==> src/design/credit_fifo.sv <==
// circular FIFO for any packed payload that never reads while empty or writes while full
// DEPTH must be 2 or more and head_o is only meaningful while empty_o is low
module credit_fifo #(
  parameter type         T     = logic [31:0],
  parameter int unsigned DEPTH = 4
) (
  input  logic                         clk_i,
  input  logic                         rst_n_i,
  input  logic                         push_i,
  input  T                             push_data_i,
  input  logic                         pop_i,
  output T                             head_o,
  output logic                         empty_o,
  output logic                         full_o,
  output logic [$clog2(DEPTH+1)-1:0]   count_o,
  output logic                         credit_o
);

  localparam int unsigned PW = $clog2(DEPTH);

  T               mem [DEPTH];
  logic [PW-1:0]  rd_ptr;
  logic [PW-1:0]  wr_ptr;

  // pointer advance with wrap for any depth
  function automatic logic [PW-1:0] ptr_next(input logic [PW-1:0] p);
    return (p == PW'(DEPTH - 1)) ? '0 : p + 1'b1;
  endfunction

  assign head_o  = mem[rd_ptr];
  assign empty_o = (count_o == '0);
  assign full_o  = (count_o == DEPTH);

  // payload storage
  always_ff @(posedge clk_i) begin
    if (push_i) begin
      mem[wr_ptr] <= push_data_i;
    end
  end

  always_ff @(posedge clk_i or negedge rst_n_i) begin
    if (!rst_n_i) begin
      rd_ptr   <= '0;
      wr_ptr   <= '0;
      count_o  <= '0;
      credit_o <= 1'b0;
    end else begin
      if (push_i) begin
        wr_ptr <= ptr_next(wr_ptr);
      end
      if (pop_i) begin
        rd_ptr <= ptr_next(rd_ptr);
      end
      case ({push_i, pop_i})
        2'b10:   count_o <= count_o + 1'b1;
        2'b01:   count_o <= count_o - 1'b1;
        default: ;
      endcase
      // freed slot goes back to the sender one cycle after the pop
      credit_o <= pop_i;
    end
  end

  // the sender's credit count must keep it from overrunning the queue
  a_no_push_full: assert property (@(posedge clk_i) disable iff (!rst_n_i)
    push_i |-> !full_o)
    else $error("push into full queue");

  // the consumer must only pop what is there
  a_no_pop_empty: assert property (@(posedge clk_i) disable iff (!rst_n_i)
    pop_i |-> !empty_o)
    else $error("pop from empty queue");

endmodule

==> config.mk <==
export PLATFORM = sky130hd
export DESIGN_NAME = credit_fifo
export DESIGN_NICKNAME = d
export VERILOG_FILES = /design/src/design/credit_fifo.sv
export SDC_FILE = /design/constraint.sdc
export NUM_CORES = 1
export LEC_CHECK = 0
export ABC_CLOCK_PERIOD_IN_PS = 3080
export BUFFER_PORTS_ARGS = -buffer_cell sky130_fd_sc_hd__buf_2
export CORE_UTILIZATION = 61
export CTS_CLUSTER_SIZE = 16
export DETAILED_ROUTE_END_ITERATION = 12
export PLACE_DENSITY = 0.87
export SLEW_MARGIN = 20
export SYNTH_ARGS = -nofsm -noshare
export SYNTH_HDL_FRONTEND = slang
export SYNTH_SLANG_ARGS = --single-unit
==> constraint.sdc <==
create_clock -name clk_i -period 3.08 [get_ports clk_i]
set_input_delay 0.308 -clock clk_i [delete_from_list [all_inputs] [get_ports clk_i]]
set_output_delay 0.308 -clock clk_i [all_outputs]
set_load 0.05 [all_outputs]
After elaboration in Yosys (flattened, before gate mapping)
Memories as Yosys holds them, arrays and structs flattened.
Cells that the tools add are included.
{ "totals": {"ff_bits": 8, "ramBits": 128, "in_bits": 36, "output_inout_bits": 38, "elab_cells": 21, "n_memories": 1} }
{ "op_classes": {"n_addsub": 4, "eq_ne": 5, "muxes": 5, "n_reduce_logical": 2} }
{ "memory_table": {"columns": ["name", "words", "width", "rd", "rd_clocked_by_memory_dff", "write_ports", "line_no", "rtl"], "rows": [
  ["mem", 4, 32, 1, 0, 1, "21", "T mem [DEPTH];"]
]} }
{ "ops": {"columns": ["cell", "n"], "rows": [
  ["$eq 2x2->1 const B", 3],
  ["$pmux 3 s2", 1],
  ["$add 2x1->2 const B", 2],
  ["$mux 2", 2],
  ["$add 3x1->3 const B", 1],
  ["$eq 3x3->1 const B", 1],
  ["$logic_not 3->1", 1],
  ["$sub 3x1->3 const B", 1],
  ["$eq 2x1->1 const B", 1],
  ["$mux 1", 2],
  ["$reduce_bool 2->1", 1]
]} }

Longest topological paths before layout
{ "depth": {"depth_word": 2, "mapped_depth": 7, "ltp_nobuf": 7} }

Worst setup path after synthesis
Ideal clock, no wire load.
{ "synth_path": {"path_kind": "register to output", "startpoint": "register count_o[0]", "endpoint": "output port empty_o", "arrival_ps": 1737, "t_required_ps": 2772, "path_slack_ps": 1035, "path_stages_with_launch": 2, "n_path_buf": 0, "cell_sequence": "dfrtp_1 -> nor3_1"} }
{ "synth_between": {"elab_chain_len": 1} }
{ "synth_rtl": {"columns": ["element", "line_no", "rtl"], "rows": [
  ["from (decl)", "15", "output logic [$clog2(DEPTH+1)-1:0] count_o,"],
  ["from (signal assigned)", "55", "2'b10: count_o <= count_o + 1'b1;"],
  ["from (signal assigned)", "56", "2'b01: count_o <= count_o - 1'b1;"],
  ["$logic_not 3->1", "31", "assign empty_o = (count_o == '0);"],
  ["to (decl)", "13", "output logic empty_o,"]
]} }
Every way passes these cells.

==> reports/results.ini <==
[timing]
clock.fmax_mhz=382
worst_slew_margin_rel=0.420
fin_crit_ps=2620
tightestPinTransition_ps=869
hold_viol_final=0
tns_ps=0
skew_ps=6.57
fin_crit_sh=0.851
whs_ps=20.5
slew_viol_final=0
setup_viol=0
worst_slack_ps=459
grt_setup_unrepaired=no

[final_layout]
layout.nets=358
areaGrowthSynthToFinish_pct=24.2
drive_gt1_frac=0.436
regArea_um2=4050
stdcell_count=433
multi_input_area_um2=958
fillCellCount=423
antenna-diode-count=0

[global_routing]
grt_remaining_overflow=0
grt_pass1_vias=2601
antenna_found_initial=0
grt_pass1_wl_mm=14.6
grt_max_degree=33
track_usage=0.243

[pwr]
p_clk_frac=0.286
p_int_mw=4.37
peakVddDrop_v=0.000794
p_sw_frac=0.377
p_leak_nw=2.30
p_per_area_nw_per_um2=1110
p_sw_mw=2.64
p_comb_frac=0.345
pwr-share-seq=0.369

[place]
dp_hpwl_mm=5.30
pre_cts_slack_ps=935
port-buffer-count=73
routabilityCongestion=0.671
placed_cells=381

[drt]
vias_per_cell=5.70
wire_per_inst_um=22.3
wl_met2_mm=5.08
dr_wl_met3_um=489
drt_pass1_iterations=4
ant_nets=0
top_layer=met4
drt-total-wl_mm=9.64
vias=2470
drc=0
drtIter0Drc=157
wl_met1_mm=3.94

[cts]
cts_tree=built
cts-root-buf=clkbuf_8
cts_setup_buffers=0
clock_latency_ps=510
clock_path_buffers=2
cts_buffers=17
htree_num_levels=4
cts_resized=0
clkSlewWorstSetupHoldPaths_ps=60
clock-sinks=136

[worst_setup_path]
crit_type=reg -> out
arrival_ps=2310
required_ps=2770
cp_max_fo=19
critPathSlowestCell=dfrtp_2
critPathMaxStageDelay_ps=700
crit_chain=buf_4 > mux4_2 > buf_2
endpoint_kind=output port
critPathLaunchType=flip-flop

[die]
fp-row-count=33
dieArea_um2=8750
die_height_um=93.5
die_x_um=93.5
ios=74
start_util=0.625
core_um2=8180

[run_status]
run_status=finished clean

[synth]
async_flop_share=0.0588
synth_cells=207
yosysTopAreaCell=edfxtp_1
avgSynthCellArea_um2=24.7
ys_seq_area_frac=0.791
synth-edff-count=128
ys.flop_type=edfxtp_1
ys_types=22
synth_area_um2=5110
synth_fp_nets=250
synth_seq_cells=136
synth_top_area_share=0.752
synthTopCellsByArea=edfxtp_1, mux4_2, dfrtp_1
yosysWarnings=0

[run]
maxCapViolCount=0

[worst_hold_path]
holdCritPathClass=in -> reg

area by class of cell:
type,count,share of cell area
multi-input cells,57,0.151
clock buffers,18,0.0659
clock inverters,14,0.0274
flip-flops and latches,136,0.638
inverters,6,0.00355
repair buffers,97,0.0939
well taps,105,0.0207
cells in the mapped netlist (2+ instances only):
cell,number
mux2_2,2
mux4_2,28
xor2_1,2
and2_1,4
buf_12,3
o21ai_0,2
inv_1,6
dfrtp_1,8
edfxtp_1,128
buf_2,3
ha_1,6
nor2_1,2
mux4_1,4
placed cells by master (no fill, tap or decap), types with 3 or more instances in the layout:
master / Yosys / routed
mux4_2: 28 / 28
dlygate4sd3_1: 0 / 20
buf_4: 0 / 4
clkinvlp_4: 0 / 4
and2_2: 0 / 4
bufinv_16: 0 / 3
clkbuf_16: 0 / 16
clkinv_4: 0 / 3
mux4_1: 4 / 4
inv_1: 6 / 6
ha_1: 6 / 6
buf_2: 3 / 73
dfrtp_1: 8 / 7
edfxtp_1: 128 / 128
kinds of logic after synthesis:
family,share of synthesized area
adder cells (fa/ha/maj),0.0186
flip-flops,0.791
XOR/XNOR,0.00514
buffers and inverters,0.0220
AND/OR/NAND/NOR,0.0105
multiplexers,0.150
AO/OA/AOI/OAI,0.00196
power by group through the flow:
stage / logic [mW] / registers (mW) / clock network [mW]
3_3_place_gp: 2.37 / 2.59 / 0
3_5_place_dp: 2.41 / 2.62 / 0
5_1_grt: 2.53 / 2.63 / 2.09
2_1_floorplan: 2.01 / 2.56 / 0
4_1_cts: 2.45 / 2.60 / 2.03
6_report: 2.42 / 2.59 / 2.01
what timing repair did:
action,4_1_cts,5_1_grt
endpoints found under the hold margin,78,0
endpoints found under the setup margin,0,0
hold buffers,20,0
worst paths after layout:
check	startpoint	endpoint	slack, ps	cells after the start
max in group asynchronous	rst_n_i	rd_ptr[0]$_DFFE_PN0P_	2710	2
worst max register to register	wr_ptr[0]$_DFFE_PN0P_	mem[0][17]$_DFFE_PP_	1300	3
worst min register to register	count_o[0]$_DFFE_PN0P_	count_o[0]$_DFFE_PN0P_	540	1
worst min-delay path	push_data_i[6]	mem[3][6]$_DFFE_PP_	20	1
worst max-delay path	rd_ptr[0]$_DFFE_PN0P_	head_o[12]	460	3
min in group asynchronous	rst_n_i	count_o[2]$_DFFE_PN0P_	170	2
registers in the layout, indices dropped and copies added, names as in the netlist:
register  count
count_o       3
credit_o      1
mem         128
rd_ptr        2
wr_ptr        2
stage by stage:
step                instance area (um^2)   util  power [mW]
floorplan                           5110      -        4.56
global placement                    5550  0.679        4.96
detailed placement                  5550  0.679        5.02
CTS                                 6340  0.776        7.07
global route                        6340  0.776        7.25
finish                              6340  0.776        7.02
layer usage:
| layer | up-vias | track usage |
|---|---|---|
| met5 | - | 0 |
| met4 | 0 | 0.0987 |
| met3 | 15 | 0.0512 |
| met2 | 108 | 0.396 |
| met1 | 1267 | 0.326 |
| li1 | 1080 | - |
worst max-delay path, delay by kind of cell, from the launching register on:
family   cells  cell delay (ps)
flops        1              700
mux          1              540
buf+inv      2              560
No activity file was read; power rests on OpenSTA's default activity.
