[config.mk]
export PLATFORM = sky130hd
export DESIGN_NAME = flow_ctrl
export DESIGN_NICKNAME = d
export VERILOG_FILES = /design/src/design/flow_ctrl.sv
export VERILOG_INCLUDE_DIRS = /design/src /design/src/design
export SDC_FILE = /design/constraint.sdc
export NUM_CORES = 1
export LEC_CHECK = 0
export BUFFER_PORTS_ARGS = -buffer_cell sky130_fd_sc_hd__buf_2
export CORE_AREA = 2 2 39 41
export CTS_CLUSTER_SIZE = 14
export DETAILED_ROUTE_END_ITERATION = 6
export DIE_AREA = 0 0 41 43
export PLACE_DENSITY = 0.37
export SETUP_SLACK_MARGIN = 0.5
export SLEW_MARGIN = 5
export SYNTH_ARGS = -nofsm -noshare
export SYNTH_HDL_FRONTEND = slang
export SYNTH_SLANG_ARGS = --single-unit
[constraint.sdc]
create_clock -name clk_i -period 1.8 [get_ports clk_i]
set_clock_uncertainty 0.2 [all_clocks]
set_input_delay 0.09 -clock clk_i [delete_from_list [all_inputs] [get_ports clk_i]]
set_output_delay 0.09 -clock clk_i [all_outputs]
set_load 0.05 [all_outputs]
[src/design/simd_alu_macros.svh]
// sizing constants for the packed-SIMD ALU
// lane geometry is fixed at four 8-bit lanes, queue depths must be 2 or more
`ifndef SIMD_ALU_MACROS_SVH
`define SIMD_ALU_MACROS_SVH

////////////////////////////////////////////////////////////////////////////
// datapath geometry
////////////////////////////////////////////////////////////////////////////

// full operand and result width
`define SIMD_XLEN 32
// narrowest lane, VEC8 mode
`define SIMD_LANE_W 8
// narrow lanes per word
`define SIMD_NUM_LANES 4

////////////////////////////////////////////////////////////////////////////
// queues and credits
////////////////////////////////////////////////////////////////////////////

// input queue, also the upstream credit count after reset
`define SIMD_IN_DEPTH 4
// output queue
`define SIMD_OUT_DEPTH 4
// downstream credits held after reset
`define SIMD_OUT_CREDITS 2

`endif

[src/design/flow_ctrl.sv]
// issue and output control where stages never stall so issue reserves queue space
// a receiver must never return more credits than it was given
`include "simd_alu_macros.svh"

module flow_ctrl (
  input  logic                                   clk_i,
  input  logic                                   rst_n_i,
  input  logic                                   in_empty_i,
  input  logic [$clog2(`SIMD_OUT_DEPTH+1)-1:0]   out_count_i,
  input  logic                                   out_empty_i,
  input  logic                                   s2_valid_i,
  input  logic                                   rsp_credit_i,
  output logic                                   issue_o,
  output logic                                   out_pop_o
);

  localparam int unsigned CRW = $clog2(`SIMD_OUT_CREDITS + 1);

  // items between issue and the write into the output queue (0 to 2)
  logic [1:0]     inflight;
  // downstream credits on hand
  logic [CRW-1:0] credits;

  ////////////////////////////////////////////////////////////////////////////
  // issue side
  ////////////////////////////////////////////////////////////////////////////

  // space already taken plus space promised must leave room for one more
  assign issue_o = !in_empty_i && ((out_count_i + inflight) < `SIMD_OUT_DEPTH);

  always_ff @(posedge clk_i or negedge rst_n_i) begin
    if (!rst_n_i) begin
      inflight <= '0;
    end else begin
      case ({issue_o, s2_valid_i})
        2'b10:   inflight <= inflight + 1'b1;
        2'b01:   inflight <= inflight - 1'b1;
        default: ;
      endcase
    end
  end

  ////////////////////////////////////////////////////////////////////////////
  // output side
  ////////////////////////////////////////////////////////////////////////////

  // a result leaves only when the receiver has room for it
  assign out_pop_o = !out_empty_i && (credits != '0);

  always_ff @(posedge clk_i or negedge rst_n_i) begin
    if (!rst_n_i) begin
      credits <= CRW'(`SIMD_OUT_CREDITS);
    end else begin
      case ({rsp_credit_i, out_pop_o})
        2'b10:   credits <= credits + 1'b1;
        2'b01:   credits <= credits - 1'b1;
        default: ;
      endcase
    end
  end

  // receiver handed back more credits than results it got
  a_credit_max: assert property (@(posedge clk_i) disable iff (!rst_n_i)
    credits <= `SIMD_OUT_CREDITS)
    else $error("downstream credit overflow");

  // every in-flight item already owns a slot in the output queue
  a_reserve_fits: assert property (@(posedge clk_i) disable iff (!rst_n_i)
    (out_count_i + inflight) <= `SIMD_OUT_DEPTH)
    else $error("output queue overbooked by in-flight items");

endmodule

==> Yosys cells after proc, flatten, opt, wreduce, memory -nomap -nowiden <==
Index checks and enable logic that the tools add are counted.
{ "totals": {"wordCells": 21, "inputBits": 9, "output_inout_bits": 2, "ff_bits": 4} }
{ "op_classes": {"order_cmp": 1, "reduce_logical": 7, "addsub": 5, "n_eq_ne": 4, "n_mux": 2} }
{ "op_table": {"columns": ["operator", "n"], "rows": [
  ["$pmux 2 s2", 2],
  ["$reduce_bool 2->1", 3],
  ["$add 2x1->2 const B", 2],
  ["$add 3x2->4", 1],
  ["$eq 2x1->1 const B", 2],
  ["$eq 2x2->1 const B", 2],
  ["$lt 4x3->1 const B", 1],
  ["$sub 2x1->2 const B", 2],
  ["$logic_and 1x1->1", 2],
  ["$logic_not 1->1", 2]
]} }

==> Depth between registers and ports, before layout <==
Gate-level depths: netlist of run 1.
{ "logic_depth": {"word_depth": 5, "mapped_depth": 7, "depth_no_buf": 7} }

==> Worst setup path after synthesis of run 1 <==
OpenSTA, ideal clock, no wires.
{ "synth_timing": {"path_type": "flip-flop to flip-flop", "startpoint": "reg credits[1]", "endpoint": "reg credits[1]", "n_path_buf": 0, "required_ns": 1.525, "slack_ns": -0.376, "setup_ns": 0.075, "path_stages_with_launch": 6, "t_arrival_ns": 1.902, "period_less_slack_ns": 2.176, "path_cell_list": "dfstp_2 > nor2_1 > nor2_1 > ha_1 > nor2_1 > xor2_1"} }
{ "synth_via": {"elab_chain_cells": 4, "word_cells_on_any_way": 8, "cone_classes": "add/sub: 2; eq/ne: 2; mux: 1; reduce/logical: 3"} }
{ "synth_lines": {"columns": ["element", "line_no", "text"], "rows": [
  ["start, declared", "flow_ctrl.sv:22", "logic [CRW-1:0] credits;"],
  ["start signal, assigned", "flow_ctrl.sv:52", "credits <= CRW'(`SIMD_OUT_CREDITS);"],
  ["start signal, assigned", "flow_ctrl.sv:55", "2'b10: credits <= credits + 1'b1;"],
  ["start signal, assigned", "flow_ctrl.sv:56", "2'b01: credits <= credits - 1'b1;"],
  ["$reduce_bool 2->1 *", "flow_ctrl.sv:48", "assign out_pop_o = !out_empty_i && (credits != '0);"],
  ["$logic_and 1x1->1 *", "flow_ctrl.sv:48", null],
  ["named net out_pop_o", "flow_ctrl.sv:14", "output logic out_pop_o"],
  ["$eq 2x1->1 / $eq 2x2->1 (equally long branches)", "flow_ctrl.sv:54", "case ({rsp_credit_i, out_pop_o})"],
  ["$pmux 2 s2 / $reduce_bool 2->1 (equally long branches)", null, null]
]} }
The timed path passes the listed nets; every way through them passes the cells marked *.
A chain may end at the register's enable or synchronous reset.

==> Final worst setup path of run 1 <==
{ "layout_timing": {"startpoint": "reg inflight[1]", "endpoint": "reg inflight[1]"} }
{ "layout_via": {"elab_chain_cells": 5, "word_cells_on_any_way": 9, "cone_classes": "add/sub: 3; order compare: 1; eq/ne: 2; mux: 1; reduce/logical: 2"} }
{ "layout_lines": {"columns": ["element", "line_no", "text"], "rows": [
  ["start, declared", "flow_ctrl.sv:20", "logic [1:0] inflight;"],
  ["start signal, assigned", "flow_ctrl.sv:36", "2'b10: inflight <= inflight + 1'b1;"],
  ["start signal, assigned", "flow_ctrl.sv:37", "2'b01: inflight <= inflight - 1'b1;"],
  ["$add 3x2->4", "flow_ctrl.sv:29", "assign issue_o = !in_empty_i && ((out_count_i + inflight) < `SIMD_OUT_DEPTH);"],
  ["$lt 4x3->1 (no source line)", null, null],
  ["$logic_and 1x1->1", "flow_ctrl.sv:29", null],
  ["$eq 2x1->1 / $eq 2x2->1 (equally long branches)", "flow_ctrl.sv:35", "case ({issue_o, s2_valid_i})"],
  ["$pmux 2 s2 / $reduce_bool 2->1 (equally long branches)", null, null]
]} }
Several ways; a longest one is shown, not always the timed one.

==> flow_summary.ini, run 1 <==
[status]
status = finished, violations left
violations = hold timing

[sta]
holdWs_ns = -0.00143
tightest_slew_ns = 0.192
slew_headroom = 0.872
fmax_mhz = 611
period_share = 0.909
setup_viol = 0
final_max_slew_viol_count = 0
setup_tns_ns = 0
hold_viol = 1
fin_crit_ns = 1.64
rsz0062_at_grt = true

[clocking]
worstSkewPairLatency_ns = 0.23
cts_buffers = 3
tritoncts = yes
clkTransAtPathRegs_ns = 0.04
clock_path_buffers = 2
cts.sink_count = 4
htreeDepth = 1
clock-root-buffer = clkbuf_4
cts_hold_buf = 2

[cells_and_area]
final_area_um2 = 472
antenna_cells = 0
fin_cells = 55
drive_above_1_share = 0.718
syn2layout_area_growth_pct = 107
final_nets = 52
postLayoutCoreUtil = 0.341

[routing]
drtIter0Drc = 3
vias = 208
wirelength_um = 513
drc = 0
firstDrtPassIters = 2
vias_per_cell = 3.78
wl_per_cell_um = 9.33
detail-route-antenna-nets = 0

[setup_path]
crit_chain = ha_4 > nor3_4 > nand2_4 > ha_4 > xnor2_2 > nor2_1 > xor2_1
critPathCaptureType = flip-flop
worstPathArrival_ns = 1.60
slowest_delay_ns = 0.40
slowest_stage = dfrtp_1
crit_family = flip-flops
cp_common_cell = ha_4
critPathKind = reg2reg
startpoint_type = flip-flop
crit_required_ns = 1.76
cp_max_fo = 2
worst-path-stages = 7
cp_num_buf_inv = 0
reg2reg_depth = 7

[die]
design.portCount = 11
fp-row-count = 14
core_area_mm2 = 0.00138
start_util = 0.165
die_area_mm2 = 0.00176
die_h_um = 43
die_w_um = 41

[pwr]
leakage_uw = 0.000196
power.density_mw_per_mm2 = 1480
vdd_ir_drop_max_mv = 0.732

[global_routing]
overflow = 0
grtUsageTotal = 0.0847
grt_pass1_wl_um = 883
first_global_vias = 237
grt_start_max_net_pins = 4
antenna_found_initial = 0

[synthesis]
synth.avg_cell_area_um2 = 10.4
synth_cell_types = 10
synth_fp_nets = 34
netlist_area_um2 = 228
yosysTopAreaCellShare = 0.330
seq_area_frac_synth = 0.445
syn_inst = 22
synth-seq-cells = 4
yosys-top-cells-area = dfrtp_1, ha_1, xnor2_1, dfstp_2, xor2_1
yosysTopAreaCell = dfrtp_1
yosysWarnings = 0

[place]
placed_area_um2 = 354
io_buffers = 10
dp_cells = 48
gp_congestion = 0.618
hpwl_um = 369

[worst_hold_path]
min_path_cells = 3
hold_class = in2reg

[job]
drv_cap = 0
==> where the power goes <==
group	switching [uW]	leakage, uW	total (uW)	internal (uW)
logic	160	0.000136	360	199
clock network	36.7	0.0000150	120	83.1
registers	67.6	0.0000445	220	152
total	264	0.000196	699	435
==> cells in the mapped netlist <==
library cell,count
nor2_1,4
xnor2_1,4
dfrtp_1,3
ha_1,3
inv_1,2
xor2_1,2
dfstp_2,1
nand2_1,1
nand3_1,1
nor3_1,1
==> through the flow <==
stage	setup WS (ns)	hold slack, ns	power [uW]
after global routing	0.0409	-0.00880	758
final	0.163	-0.00143	699
after detailed placement	0.0954	-0.302	467
after global placement	0.144	-0.303	459
after CTS	0.131	-0.0143	702
after floorplan	0.123	-0.406	413
==> cells by family (layout without fill, tap and decap cells) <==
group / after synthesis / in the layout / synth area share
flops: 4 / 4 / 0.445
simple gates: 7 / 7 / 0.126
fa+ha+maj: 3 / 3 / 0.165
buf+inv: 2 / 19 / 0.0330
xor+xnor: 6 / 6 / 0.231
==> worst paths after layout <==
kind,from,endpoint,slack (ns)
hold reg to reg,credits[1],credits[1],0.34
setup / recovery,inflight[1],inflight[1],0.16
min in group asynchronous,rst_n_i,credits[1],0.15
hold / removal,s2_valid_i,inflight[0],-0.001
setup reg to reg,inflight[1],inflight[1],0.16
max in group asynchronous,rst_n_i,credits[0],0.66
==> registers in the layout (all words and copies together) (netlist names) <==
register,flops
credits,2
inflight,2
==> repair_timing <==
action | in CTS | in global routing
buffers inserted | 1 | 0
hold endpoints to repair | 5 | 1
pin swaps | 7 | 0
gates resized for setup | 12 | 2
setup endpoints to repair | 6 | 6
==> metal layers <==
layer,track usage,up-vias,part of all wire
met5,0,-,0
met4,0.0400,0,0
met3,0.0785,0,0.078
met2,0.119,10,0.48
met1,0.0814,94,0.44
li1,-,104,-
==> cell usage in the layout (no fill, tap or decap), types with 2 or more instances in the layout <==
master,Yosys,final
xnor2_1,4,2
buf_2,0,8
dlygate4sd3_1,0,2
nor2_4,0,3
dfrtp_1,3,2
xnor2_2,0,2
clkbuf_4,0,3
xor2_1,2,2
ha_4,0,3
==> cell type report <==
type / count / area [um^2]
well taps: 16 / 20.0
repair buffers: 13 / 93.8
inverters: 2 / 11.3
flip-flops and latches: 4 / 103
clock buffers: 4 / 26.3
multi-input cells: 16 / 218
fillers: 132 / 912
==> worst reg2reg max path: cells and delay by family, from the launching register on <==
kind	cells	cell delay, ns
simple gates	3	0.35
xor+xnor	2	0.27
flops	1	0.40
fa+ha+maj	2	0.34
No activity file was read; power rests on OpenSTA's default activity.
==> run 2, diff against run 1 <==
--- a/config.mk
+++ b/config.mk
@@ -6,12 +6,13 @@
 export SDC_FILE = /design/constraint.sdc
 export NUM_CORES = 1
 export LEC_CHECK = 0
+export ABC_AREA = 1
 export BUFFER_PORTS_ARGS = -buffer_cell sky130_fd_sc_hd__buf_2
 export CORE_AREA = 2 2 39 41
 export CTS_CLUSTER_SIZE = 14
 export DETAILED_ROUTE_END_ITERATION = 6
 export DIE_AREA = 0 0 41 43
-export PLACE_DENSITY = 0.37
+export PLACE_DENSITY = 0.42
 export SETUP_SLACK_MARGIN = 0.5
 export SLEW_MARGIN = 5
 export SYNTH_ARGS = -nofsm -noshare
==> flow_summary.ini, run 2 <==
[status]
status = completed

[sta]
slew_headroom = 0.835
hold_viol = 0
holdWs_ns = 0.0850
tightest_slew_ns = 0.249
period_share = 0.905
fmax_mhz = 614
setup_ws_ns = 0.171
rsz0062_at_grt = true
fin_crit_ns = 1.63
final_max_slew_viol_count = 0
setup_viol = 0
setup_tns_ns = 0

[setup_path]
slowest_delay_ns = 0.40
reg2reg_depth = 10
crit_chain = ha_4 > nand2_4 > nor2_4 > nor2_4 > inv_2 > ha_4 > inv_2 > nand3_2 > nand2_1 > nand2_1
critPathKind = reg2reg
critPathCaptureType = flip-flop
crit_required_ns = 1.72
startpoint_type = flip-flop
worstPathArrival_ns = 1.55
cp_max_fo = 2
rrSetupSlack_ns = 0.17
slowest_stage = dfrtp_1

[routing]
wirelength_um = 570
drc = 0
detail-route-antenna-nets = 0
vias_per_cell = 4.03
wl_per_cell_um = 7.81
drtIter0Drc = 2
vias = 294
firstDrtPassIters = 2

[synthesis]
synth_top_cells_by_count = inv_1, nand2_1, dfrtp_1, ha_1, inv_2
ys.flop_type = dfrtp_1
yosysWarnings = 0
synth_cell_types = 14
async_reset_ff_frac = 1.00
synth_edf_count = 0
seq_area_frac_synth = 0.351
yosys-top-cells-area = dfrtp_1, ha_1, inv_1, nand2_1, dfstp_2
yosysTopAreaCellShare = 0.260
synth_fp_nets = 50
yosysTopAreaCell = dfrtp_1
synth-seq-cells = 4
syn_inst = 38
synth.avg_cell_area_um2 = 7.61
netlist_area_um2 = 289

[place]
gp_congestion = 0.569
pre_cts_ws_ns = 0.0866
hpwl_um = 430
io_buffers = 10
placed_area_um2 = 403

[clocking]
worstSkewPairLatency_ns = 0.23
clkTransAtPathRegs_ns = 0.04
cts.sink_count = 4
clock_path_buffers = 2
tritoncts = yes
clock-root-buffer = clkbuf_4
cts_buffers = 3
htreeDepth = 1

[die]
die_h_um = 43
fp-row-count = 14
die_area_mm2 = 0.00176
start_util = 0.209
core_area_mm2 = 0.00138
design.portCount = 11
die_w_um = 41

[cells_and_area]
layout_common_cells = buf_2, inv_2, nand2_1
syn2layout_area_growth_pct = 80.1
drive_above_1_share = 0.649
layout.cells.most_common = buf_2
final_nets = 70
final_area_um2 = 520
top_regs = credits x2, inflight x2
antenna_cells = 0

[global_routing]
overflow = 0
first_global_vias = 267
grt_pass1_wl_um = 924
grtUsageTotal = 0.0766
grt_start_max_net_pins = 4
antenna_found_initial = 0

[pwr]
power.density_mw_per_mm2 = 1390
vdd_ir_drop_max_mv = 0.660
leakage_uw = 0.000252

[worst_hold_path]
hold_class = in2reg
min_path_cells = 4

[job]
drv_cap = 0
[run 2: changes by cell type after synthesis, sizes merged]
| cell | previous run | this run |
|---|---|---|
| inv | 2 | 11 |
| nand4 | 0 | 2 |
| nand2 | 1 | 10 |
| nor3 | 1 | 0 |
| nor2 | 4 | 3 |
| xnor2 | 4 | 2 |
| a21oi | 0 | 1 |
| nand3 | 1 | 2 |
| xor2 | 2 | 0 |
[run 2: critical path, delay by kind of cell, from the launching register on]
kind | cells | cell delay [ns]
buf+inv | 2 | 0.11
simple gates | 6 | 0.32
flops | 1 | 0.40
fa+ha+maj | 2 | 0.48
[run 2: final timing paths]
path,to,from
min in group asynchronous,credits[1],rst_n_i
max reg2reg,inflight[1],inflight[1]
max in group asynchronous,inflight[1],rst_n_i
min reg2reg,credits[1],credits[1]
min,credits[0],rsp_credit_i
max,inflight[1],inflight[1]
[run 2: metrics by stage]
stage / total power (uW) / utilization / std cells
CTS: 708 / 0.362 / 72
global placement: 496 / 0.291 / 64
global route: 789 / 0.376 / 73
finish: 726 / 0.376 / 73
floorplan: 439 / - / 38
detailed placement: 498 / 0.291 / 64
[run 2: layer usage]
metal,track usage,vias up,wire [um]
met5,0,-,0
li1,-,154,-
met2,0.131,9,302
met1,0.0814,131,223
met4,0.0400,0,0
met3,0.0157,0,45
[run 2: power by group]
part / switching (uW) / total [uW] / leakage, uW / internal (uW)
clock: 40.4 / 124 / 0.0000150 / 83.4
sequential: 45.6 / 192 / 0.0000459 / 147
combinational: 218 / 410 / 0.000191 / 192
[run 2: cells by family after synthesis]
logic type / Yosys count / share of synthesized area
and+or+nand+nor: 17 / 0.299
xor gates and xnor gates: 2 / 0.0606
DFF: 4 / 0.351
AOI/OAI and AO/OA: 1 / 0.0173
adders and majority gates: 3 / 0.130
buffers and inverters: 11 / 0.143
[run 2: final cells by class]
class / count / area [um^2]
repair buffers: 15 / 101
inverters: 11 / 41.3
clock buffers: 4 / 26.3
well taps: 16 / 20.0
multi-input cells: 23 / 230
flip-flops and latches: 4 / 101
fillers: 146 / 863
[run 2: timing repair]
item                                    4_1_cts  5_1_grt
gates resized for setup                       8        5
setup buffers                                 1        1
hold endpoints to repair                      5        0
cloned                                        0        0
endpoints found under the setup margin        6        6
hold buffers                                  3        0
pin swaps                                    11        9
