==> config.mk <==
export PLATFORM = sky130hd
export DESIGN_NAME = dot_mac_stage
export DESIGN_NICKNAME = d
export VERILOG_FILES = /design/src/design/simd_lane_pkg.sv /design/src/design/simd_op_pkg.sv /design/src/design/dot_mac_stage.sv
export VERILOG_INCLUDE_DIRS = /design/src /design/src/design
export SDC_FILE = /design/constraint.sdc
export NUM_CORES = 1
export LEC_CHECK = 0
export BUFFER_PORTS_ARGS = -buffer_cell sky130_fd_sc_hd__buf_2
export CORE_MARGIN = 2
export CORE_UTILIZATION = 50
export CTS_CLUSTER_DIAMETER = 80
export DETAILED_ROUTE_END_ITERATION = 16
export PLACE_DENSITY_LB_ADDON = 0.3
export SLEW_MARGIN = 25
export SYNTH_ARGS = -nofsm -noshare
export SYNTH_HDL_FRONTEND = slang
export SYNTH_SLANG_ARGS = --single-unit
==> constraint.sdc <==
create_clock -name clk_i -period 0.8 [get_ports clk_i]
set_input_delay 0.08 -clock clk_i [delete_from_list [all_inputs] [get_ports clk_i]]
set_output_delay 0.08 -clock clk_i [all_outputs]
set_load 0.01 [all_outputs]
==> src/design/simd_alu_macros.svh <==
// sizing constants for the packed-SIMD ALU
// lane geometry is fixed at four 8-bit lanes, queue depths must be 2 or more
`ifndef SIMD_ALU_MACROS_SVH
`define SIMD_ALU_MACROS_SVH

////////////////////////////////////////////////////////////////////////////
// datapath geometry
////////////////////////////////////////////////////////////////////////////

// full operand and result width
`define SIMD_XLEN 32
// narrowest lane, VEC8 mode
`define SIMD_LANE_W 8
// narrow lanes per word
`define SIMD_NUM_LANES 4

////////////////////////////////////////////////////////////////////////////
// queues and credits
////////////////////////////////////////////////////////////////////////////

// input queue, also the upstream credit count after reset
`define SIMD_IN_DEPTH 4
// output queue
`define SIMD_OUT_DEPTH 4
// downstream credits held after reset
`define SIMD_OUT_CREDITS 2

`endif

==> src/design/simd_lane_pkg.sv <==
// datapath word and lane types shared by both pipeline stages
// the lane view always splits a word into byte lanes, wider modes group them
`include "simd_alu_macros.svh"

package simd_lane_pkg;

  // one operand or result word
  typedef logic [`SIMD_XLEN-1:0] word_t;

  // same word seen as byte lanes, index 0 is the least significant byte
  typedef logic [`SIMD_NUM_LANES-1:0][`SIMD_LANE_W-1:0] lane_view_t;

  // one flag per byte lane
  // in VEC16 and VEC32 the flag is repeated over all bytes of the wide lane
  typedef logic [`SIMD_NUM_LANES-1:0] lane_mask_t;

endpackage

==> src/design/simd_op_pkg.sv <==
// operation codes, vector modes and the structs moved between the ALU blocks
// RELU and MAC take their lane width from the vector mode
`include "simd_alu_macros.svh"

package simd_op_pkg;

  import simd_lane_pkg::*;

  ////////////////////////////////////////////////////////////////////////////
  // encodings
  ////////////////////////////////////////////////////////////////////////////

  typedef enum logic [4:0] {
    ADD, SUB,
    AND, OR, XOR,
    EQ, NE, LT, LTU, GE, GEU,
    MIN, MINU, MAX, MAXU,
    RELU,
    MAC
  } alu_op_e;

  // same codes as the core ALU, 2'b01 is unused and falls back to 32-bit lanes
  typedef enum logic [1:0] {
    VEC32 = 2'b00,
    VEC16 = 2'b10,
    VEC8  = 2'b11
  } vec_mode_e;

  // four 17-bit byte products or two 33-bit halfword products
  typedef logic [`SIMD_NUM_LANES*(2*`SIMD_LANE_W+1)-1:0] prod_field_t;

  ////////////////////////////////////////////////////////////////////////////
  // payloads
  ////////////////////////////////////////////////////////////////////////////

  typedef struct packed {
    alu_op_e   op;
    vec_mode_e mode;
    word_t     a;
    word_t     b;
    // accumulator, MAC only
    word_t     c;
  } alu_req_t;

  typedef struct packed {
    word_t result;
  } alu_rsp_t;

  // handed from stage 1 to stage 2
  typedef struct packed {
    logic        is_mac;
    vec_mode_e   mode;
    word_t       c;
    // finished result for everything but MAC
    word_t       result;
    // signed lane products, VEC32 keeps the low 32 bits of a*b here
    prod_field_t prod;
  } stage1_t;

endpackage

==> src/design/dot_mac_stage.sv <==
// stage 2, dot-product accumulate for MAC, plain register for all else
// the sum wraps modulo 2^32 with no saturation
`include "simd_alu_macros.svh"

module dot_mac_stage
  import simd_lane_pkg::*, simd_op_pkg::*;
(
  input  logic     clk_i,
  input  logic     rst_n_i,
  input  logic     valid_i,
  input  stage1_t  s1_i,
  output logic     valid_o,
  output alu_rsp_t rsp_o
);

  // product field slices, 17 bits per byte lane and 33 per halfword lane
  localparam int P8  = 2 * `SIMD_LANE_W + 1;
  localparam int P16 = 4 * `SIMD_LANE_W + 1;

  word_t dot_sum;

  // c plus every lane product
  always_comb begin
    dot_sum = s1_i.c;
    case (s1_i.mode)
      VEC8: begin
        for (int i = 0; i < `SIMD_NUM_LANES; i++) begin
          dot_sum = dot_sum + {{(`SIMD_XLEN - P8){s1_i.prod[P8*i+P8-1]}},
                               s1_i.prod[P8*i +: P8]};
        end
      end
      VEC16: begin
        // low word of a 33-bit product already is its value mod 2^32
        for (int i = 0; i < `SIMD_NUM_LANES / 2; i++) begin
          dot_sum = dot_sum + s1_i.prod[P16*i +: `SIMD_XLEN];
        end
      end
      default: dot_sum = dot_sum + s1_i.prod[`SIMD_XLEN-1:0];
    endcase
  end

  always_ff @(posedge clk_i or negedge rst_n_i) begin
    if (!rst_n_i) begin
      valid_o <= 1'b0;
    end else begin
      valid_o <= valid_i;
    end
  end

  always_ff @(posedge clk_i) begin
    if (valid_i) begin
      rsp_o.result <= s1_i.is_mac ? dot_sum : s1_i.result;
    end
  end

endmodule

# Word level (Yosys, flattened, before mapping)
# Index checks and enable logic that the tools add are counted.
[classes]
add_sub_neg = 6
eq_ne = 2
muxes = 2
[ops]
columns = ["cell", "count"]
rows = [
  ["adder 32 bit", 6],
  ["case mux 32 bit (2 select lines)", 1],
  ["2-to-1 mux 32 bit", 1],
  ["== test 2 bit (second input constant)", 2],
]
[word_totals]
reg_bits = 33
in_bits = 138

# Logic depth before layout (Yosys ltp)
# Gate-level depths: netlist of run 1.
[depth]
word_depth = 6
ltp_mapped = 21
ltp_nobuf = 20

# Worst setup path after synthesis of run 1
# OpenSTA, ideal clock, no wires.
[synth_path]
path_type = "in2reg"
from = "input s1_i[0] (netlist name)"
to = "register rsp_o[31] (netlist name) (data pin)"
t_arrival_ps = 4263
required_time_ps = 635
setup_slack_ps = -3628
cell_stages = 20
n_path_buf = 0
path_cell_list = "ha_1 -> fa_1 -> a211oi_1 -> nor2_1 -> o41ai_2 -> o21ba_2 -> a21oi_1 -> a21o_1 -> a21oi_1 -> xnor2_1 -> ha_1 -> a21oi_1 -> o211ai_1 -> a221o_1 -> a31o_4 -> a31o_4 -> o41ai_4 -> mux2i_1 -> mux2i_1 -> o31ai_2"
[synth_between]
elab_chain_cells = 6
[synth_lines]
columns = ["element", "line", "rtl"]
rows = [
  ["start: declaration", "dot_mac_stage.sv:11", "input stage1_t s1_i,"],
  ["adder 32 bit (4 in series)", "dot_mac_stage.sv:28", "dot_sum = dot_sum + {{(`SIMD_XLEN - P8){s1_i.prod[P8*i+P8-1]}},"],
  ["case mux 32 bit (2 select lines) *", "dot_mac_stage.sv:25", "case (s1_i.mode)"],
  ["2-to-1 mux 32 bit *", "dot_mac_stage.sv:52", "rsp_o.result <= s1_i.is_mac ? dot_sum : s1_i.result;"],
  ["end: declaration", "dot_mac_stage.sv:13", "output alu_rsp_t rsp_o"],
]
# Mark *: on every way between the ends. The rest lies on a longest branch, timed or not.
# A chain may end at the register's enable or synchronous reset.

# Worst setup path after layout of run 1
[layout_path]
from = "input s1_i[12] (netlist name)"
to = "register rsp_o[31] (netlist name) (data pin)"
# Same word-level chain as after synthesis.

==> reports/results.ini, run 1 <==
[synth]
yosysSeqAreaShare=0.1102
async_flop_share=0.03030
synth_warnings=0
synth.avg_cell_area_um2=7.796
synth_fp_nets=1450
ys_ff_latch=33
synthesis.area_mm2=0.008950
syn_inst=1148
ys.flop_type=edfxtp_1
synth_edf_count=32
ys_types=74

[setup_path]
path_buf_inv=5
slowest_stage=o41a_1
crit_path_end_kind=flip-flop
arrival_ps=4470
crit_family=compound AO/OA/AOI/OAI gates
crit_path_start_kind=input port
cp_max_fo=6
path_cells=buf_4, ha_1, nand2_1, o41a_1, a311oi_2, o21ai_1, buf_4, or2_2, a31oi_1, buf_4, ha_1, nand2_1, o21ai_2, nor4_2, buf_4, o31ai_2, buf_4, o41ai_4, mux2i_1, mux2i_1, o31ai_2
slowest_delay_ps=480
cpMostUsedCell=buf_4
required_ps=920
startpoint=s1_i[12]
path_class=in -> reg

[clock_tree]
cts_made_buffers=5
cts-root-buf=clkbuf_16
cts_max_level=2
clkSinkCount=33
clock_path_buffers=2
clk_pin_slew_ps=60
cts_tree=built

[placement]
gp_congestion=1.002
port_buffers=170
dpl-instance-area_mm2=0.01358
dp_cells=1944
dp_hpwl_um=32010

[grt]
overflow=0
grt_max_degree=27
antenna_found_initial=0
track_usage=0.4090
first_global_vias=11050
grt_first_pass_wirelength_um=58860

[power]
p_leak_nw=7.615
p_per_area_mw_per_mm2=2732
ir_drop_mv=2.197

[status]
violations=setup timing
status=finished, violations left

[die]
die_x_um=137.8
core-area_mm2=0.01742
start_util=0.5139
die_y_um=137.8
io_pins=171
dieArea_mm2=0.01899
fp-row-count=48

[worst_hold_path]
hp-class=in -> reg
min_from=s1_i[88]

[timing]
rsz0062_at_grt=yes
whs_ps=92.76
finalMaxSlewViolations=0
fin_crit_ps=4354
tightest_slew_ps=681.2
slew-limit-headroom=0.5428
post-route-period-util=5.443
fmax_ghz=0.2297
setup_viol=65
fin_setup_tns_ps=-99780
hold_violations=0
setup_ws_ps=-3554

[routing]
dr_total_vias=11610
drc=0
dr.pass1.iters=7
dr.first_iter.drc_count=1172
wl_per_cell_um=21.07
viasPerCell=5.854
drt_wl_total_um=41810
ant_nets=0

[cells_and_area]
n_fill_cell=1047
num_antenna_cells=0
instances_no_fill=1984
layout.nets=2060
stdcell_area_mm2=0.01506
syn_to_final_growth_pct=68.26
drive_above_1_share=0.4855

[run]
maxCapViolCount=0

[power by group]
group / internal [W] / leakage (nW) / total [W] / switching (W)
registers: 0.00229 / 0.325 / 0.00238 / 0.0000910
logic: 0.0180 / 7.22 / 0.0369 / 0.0189
clock network: 0.00114 / 0.0706 / 0.00190 / 0.000757
total: 0.0214 / 7.61 / 0.0411 / 0.0198
[path summary, 6_finish.rpt]
path	end	depth (start not counted)
max in group asynchronous	valid_o	2
min in group asynchronous	valid_o	2
max	rsp_o[31]	21
min	rsp_o[20]	2
[cells by family (layout without fill, tap and decap cells)]
family / count (synthesis) / in the layout / synth area share
adder cells (fa/ha/maj): 164 / 164 / 0.2855
XOR/XNOR: 72 / 72 / 0.07046
flip-flops: 33 / 33 / 0.1102
AND/OR/NAND/NOR: 270 / 270 / 0.1409
buffers and inverters: 228 / 839 / 0.09744
multiplexers: 7 / 7 / 0.008109
AO/OA/AOI/OAI: 374 / 374 / 0.2874
[area by class of cell]
| cell class | count | area, um^2 | area share |
|---|---|---|---|
| timing repair buffer | 637 | 4623 | 0.3070 |
| sequential | 33 | 985.9 | 0.06547 |
| inverter | 194 | 755.7 | 0.05018 |
| multi-input combinational | 887 | 8274 | 0.5494 |
| tap | 225 | 281.5 | 0.01869 |
| clock inverter | 2 | 10.01 | 0.0006647 |
| clock buffer | 6 | 128.9 | 0.008558 |
[metrics by stage]
stage | worst slack [ps] | power (W) | utilization
2_1_floorplan | -3545 | 0.01872 | -
3_3_place_gp | -3905 | 0.03110 | 0.7798
3_5_place_dp | -4036 | 0.03192 | 0.7798
4_1_cts | -3564 | 0.03674 | 0.8284
5_1_grt | -3753 | 0.04351 | 0.8647
6_report | -3554 | 0.04114 | 0.8647
[Yosys cell counts (6+ instances only)]
library cell	count	area share
inv_1	193	0.081
xor2_1	30	0.029
nand4_1	11	0.0077
o211ai_1	15	0.013
nor3_1	19	0.011
or3_1	6	0.0042
o21bai_1	14	0.012
fa_1	67	0.15
o2111ai_1	6	0.0059
o31ai_1	12	0.010
and3_1	10	0.0070
edfxtp_1	32	0.11
a21o_1	43	0.036
nor2_1	82	0.034
o211a_1	6	0.0067
a311oi_1	6	0.0059
o21ai_0	73	0.041
a211oi_1	25	0.021
nand2_1	78	0.033
xnor2_1	42	0.041
clkbuf_1	29	0.012
ha_1	97	0.14
a31oi_1	13	0.0091
nand2b_1	12	0.0084
nand3_1	21	0.012
o21a_1	16	0.013
nor2b_1	11	0.0077
a21oi_1	86	0.048
[what timing repair did]
item | CTS | global route
hold endpoints to repair | 1 | 0
resized for setup | 130 | 108
hold buffers | 1 | 0
pin swaps | 86 | 99
buffers inserted | 13 | 25
setup endpoints to repair | 65 | 65
[registers in the layout, indices dropped and copies added, names as in the netlist]
name / count
rsp_o: 32
valid_o: 1
[per-layer routing]
metal  part of all wire  vias to the layer above  global-route usage
met5                  0                        -                   0
met4              0.067                        0              0.1916
met3              0.099                      181             0.06402
met2               0.45                      779              0.6730
met1               0.38                     5409              0.5264
li1                   -                     5245                   -
[layout by cell type (no fill, tap or decap), types with 11 or more instances in the layout]
| cell type | instances |
|---|---|
| a21oi_1 | 58 |
| o21ai_0 | 35 |
| inv_1 | 175 |
| a21oi_2 | 23 |
| nand3_1 | 21 |
| buf_6 | 25 |
| o21a_1 | 15 |
| buf_4 | 440 |
| nand4_1 | 11 |
| ha_4 | 15 |
| xnor2_1 | 31 |
| o21ai_2 | 16 |
| nor3_1 | 16 |
| a21o_1 | 42 |
| a211oi_2 | 14 |
| inv_2 | 13 |
| o211ai_1 | 15 |
| xor2_1 | 20 |
| ha_1 | 81 |
| nand2_1 | 70 |
| fa_1 | 61 |
| o21bai_1 | 13 |
| o21ai_1 | 22 |
| nor2_1 | 70 |
| buf_2 | 157 |
| nor2b_1 | 11 |
| edfxtp_1 | 32 |
Power figures use the tool's default switching activity.
==> inputs of run 2 (changes only) <==
CTS_CLUSTER_DIAMETER = 200   (was 80)
GPL_TIMING_DRIVEN = 0   (was unset)
==> reports/results.ini, run 2 (same netlist as run 1, synthesis figures left out) <==
[status]
status=finished, violations left
violations=setup timing

[die]
dieArea_mm2=0.01899
fp-row-count=48
start_util=0.5139
core-area_mm2=0.01742
die_x_um=137.8
io_pins=171
die_y_um=137.8

[grt]
track_usage=0.3502
grt_max_degree=34
grt_busiest_layer=met2
grt_first_pass_wirelength_um=50250
first_global_vias=9342
antenna_found_initial=0
use_met1=0.4616
overflow=0
met3_usage=0.06917
grt_use_met2=0.5511

[clock_tree]
cts_tree=built
cts_max_level=2
cts-root-buf=clkbuf_16
clock_path_buffers=2
clkSinkCount=33
cts_made_buffers=5
clk_pin_slew_ps=60

[setup_path]
path_class=in -> reg
crit_path_start_kind=input port
crit_path_end_kind=flip-flop
arrival_ps=4570
cp_max_fo=4
slowest_delay_ps=350
required_ps=950
slowest_stage=fa_2
path_cells=buf_8, ha_4, fa_2, a211oi_2, nor2_2, o41ai_4, buf_4, o21ba_4, a21oi_4, a21o_1, a21oi_2, xnor2_2, ha_4, a21oi_4, o211ai_1, a221o_1, a31o_4, buf_4, a31oi_4, o31ai_2, and4_1, a2111oi_4, o22a_1
path_buf_inv=3
crit_family=compound AO/OA/AOI/OAI gates
startpoint=s1_i[100]

[worst_hold_path]
hp-class=in -> reg
min_from=s1_i[82]

[placement]
pre_cts_slack_ps=-4568
dpl-instance-area_mm2=0.01040
dp_cells=1543
dp_hpwl_um=26750
gp_congestion=1.013
port_buffers=170

[timing]
tightest_slew_ps=922.2
fin_crit_ps=4419
setup_ws_ps=-3619
post-route-period-util=5.524
fmax_ghz=0.2263
setup_viol=65
finalMaxSlewViolations=0
slew-limit-headroom=0.3852
rsz0062_at_grt=yes
hold_violations=0
whs_ps=89.19

[power]
total_power_w=0.03255
p_leak_nw=5.694
sw_frac_of_total=0.4974
ir_drop_mv=1.539
p_sw_w=0.01619
pwr-share-comb=0.859
intPower_w=0.01636
pwr-share-seq=0.072
p_per_area_mw_per_mm2=2669
p_clk_frac=0.069

[run]
maxCapViolCount=0

[cells_and_area]
instances_no_fill=1615
drive_above_1_share=0.3302
final_cell_mix=inv_1, buf_2, nor2_1, nand2_1, ha_1
layout_commonest_cell=inv_1
stdcell_area_mm2=0.01220
syn_to_final_growth_pct=36.28
reg.largest.list=rsp_o x32, valid_o x1
multiInputGateArea_mm2=0.008263
final-seq-area_um2=985.9
largest_reg_flops=32
regMostFlops=rsp_o
layout.nets=1691
n_fill_cell=1433
num_antenna_cells=0

[routing]
drc=0
dr.pass1.iters=6
viasPerCell=5.961
dr_total_vias=9627
ant_nets=0
wl_per_cell_um=20.69
drt_wl_total_um=33420
dr.first_iter.drc_count=778

[run 2: cell count changes in the layout (fill, tap and decap cells not counted), sizes merged]
cell,delta
clkinv,-2
buf,-393
bufinv,+1
clkbuf,+25
[run 2: worst paths after layout]
path	end	depth (start not counted)	slack, ps
worst min-delay path	rsp_o[14]	2	90
worst max-delay path	rsp_o[27]	23	-3620
min in group asynchronous	valid_o	2	110
max in group asynchronous	valid_o	2	610
[run 2: cell type report]
| cell class | instances | area share |
|---|---|---|
| multi-input cells | 887 | 0.6775 |
| repair buffers | 239 | 0.1310 |
| flip-flops and latches | 33 | 0.08084 |
| inverters | 194 | 0.06237 |
| well taps | 225 | 0.02308 |
| clock buffers | 7 | 0.01169 |
| plain buffers | 29 | 0.01108 |
| clock inverters | 1 | 0.002462 |
[run 2: per-layer routing]
metal  vias up  routed length [um]
li1       4512                   -
met1      4551               13950
met2       478               14740
met3        86                3020
met4         0                1713
met5         -                   0
[run 2: stage by stage]
stage / setup TNS (ps) / util
final: -95930 / 0.7003
after global routing: -101150 / 0.7003
after CTS: -93910 / 0.6723
after detailed placement: -118380 / 0.5968
after global placement: -117490 / 0.5968
after floorplan: -87460 / -
[run 2: timing repair]
item | in CTS | in global routing
hold buffers | 1 | 0
setup buffers | 50 | 23
gates resized for setup | 162 | 86
setup endpoints to repair | 65 | 89
pin swaps | 73 | 42
hold endpoints to repair | 1 | 0
[run 2: power by group through the flow]
stage	logic, W	clock network, W	registers, W
2_1_floorplan	0.0162	0	0.00255
3_3_place_gp	0.0212	0	0.00237
3_5_place_dp	0.0215	0	0.00239
4_1_cts	0.0254	0.00224	0.00235
5_1_grt	0.0302	0.00232	0.00238
6_report	0.0280	0.00224	0.00235
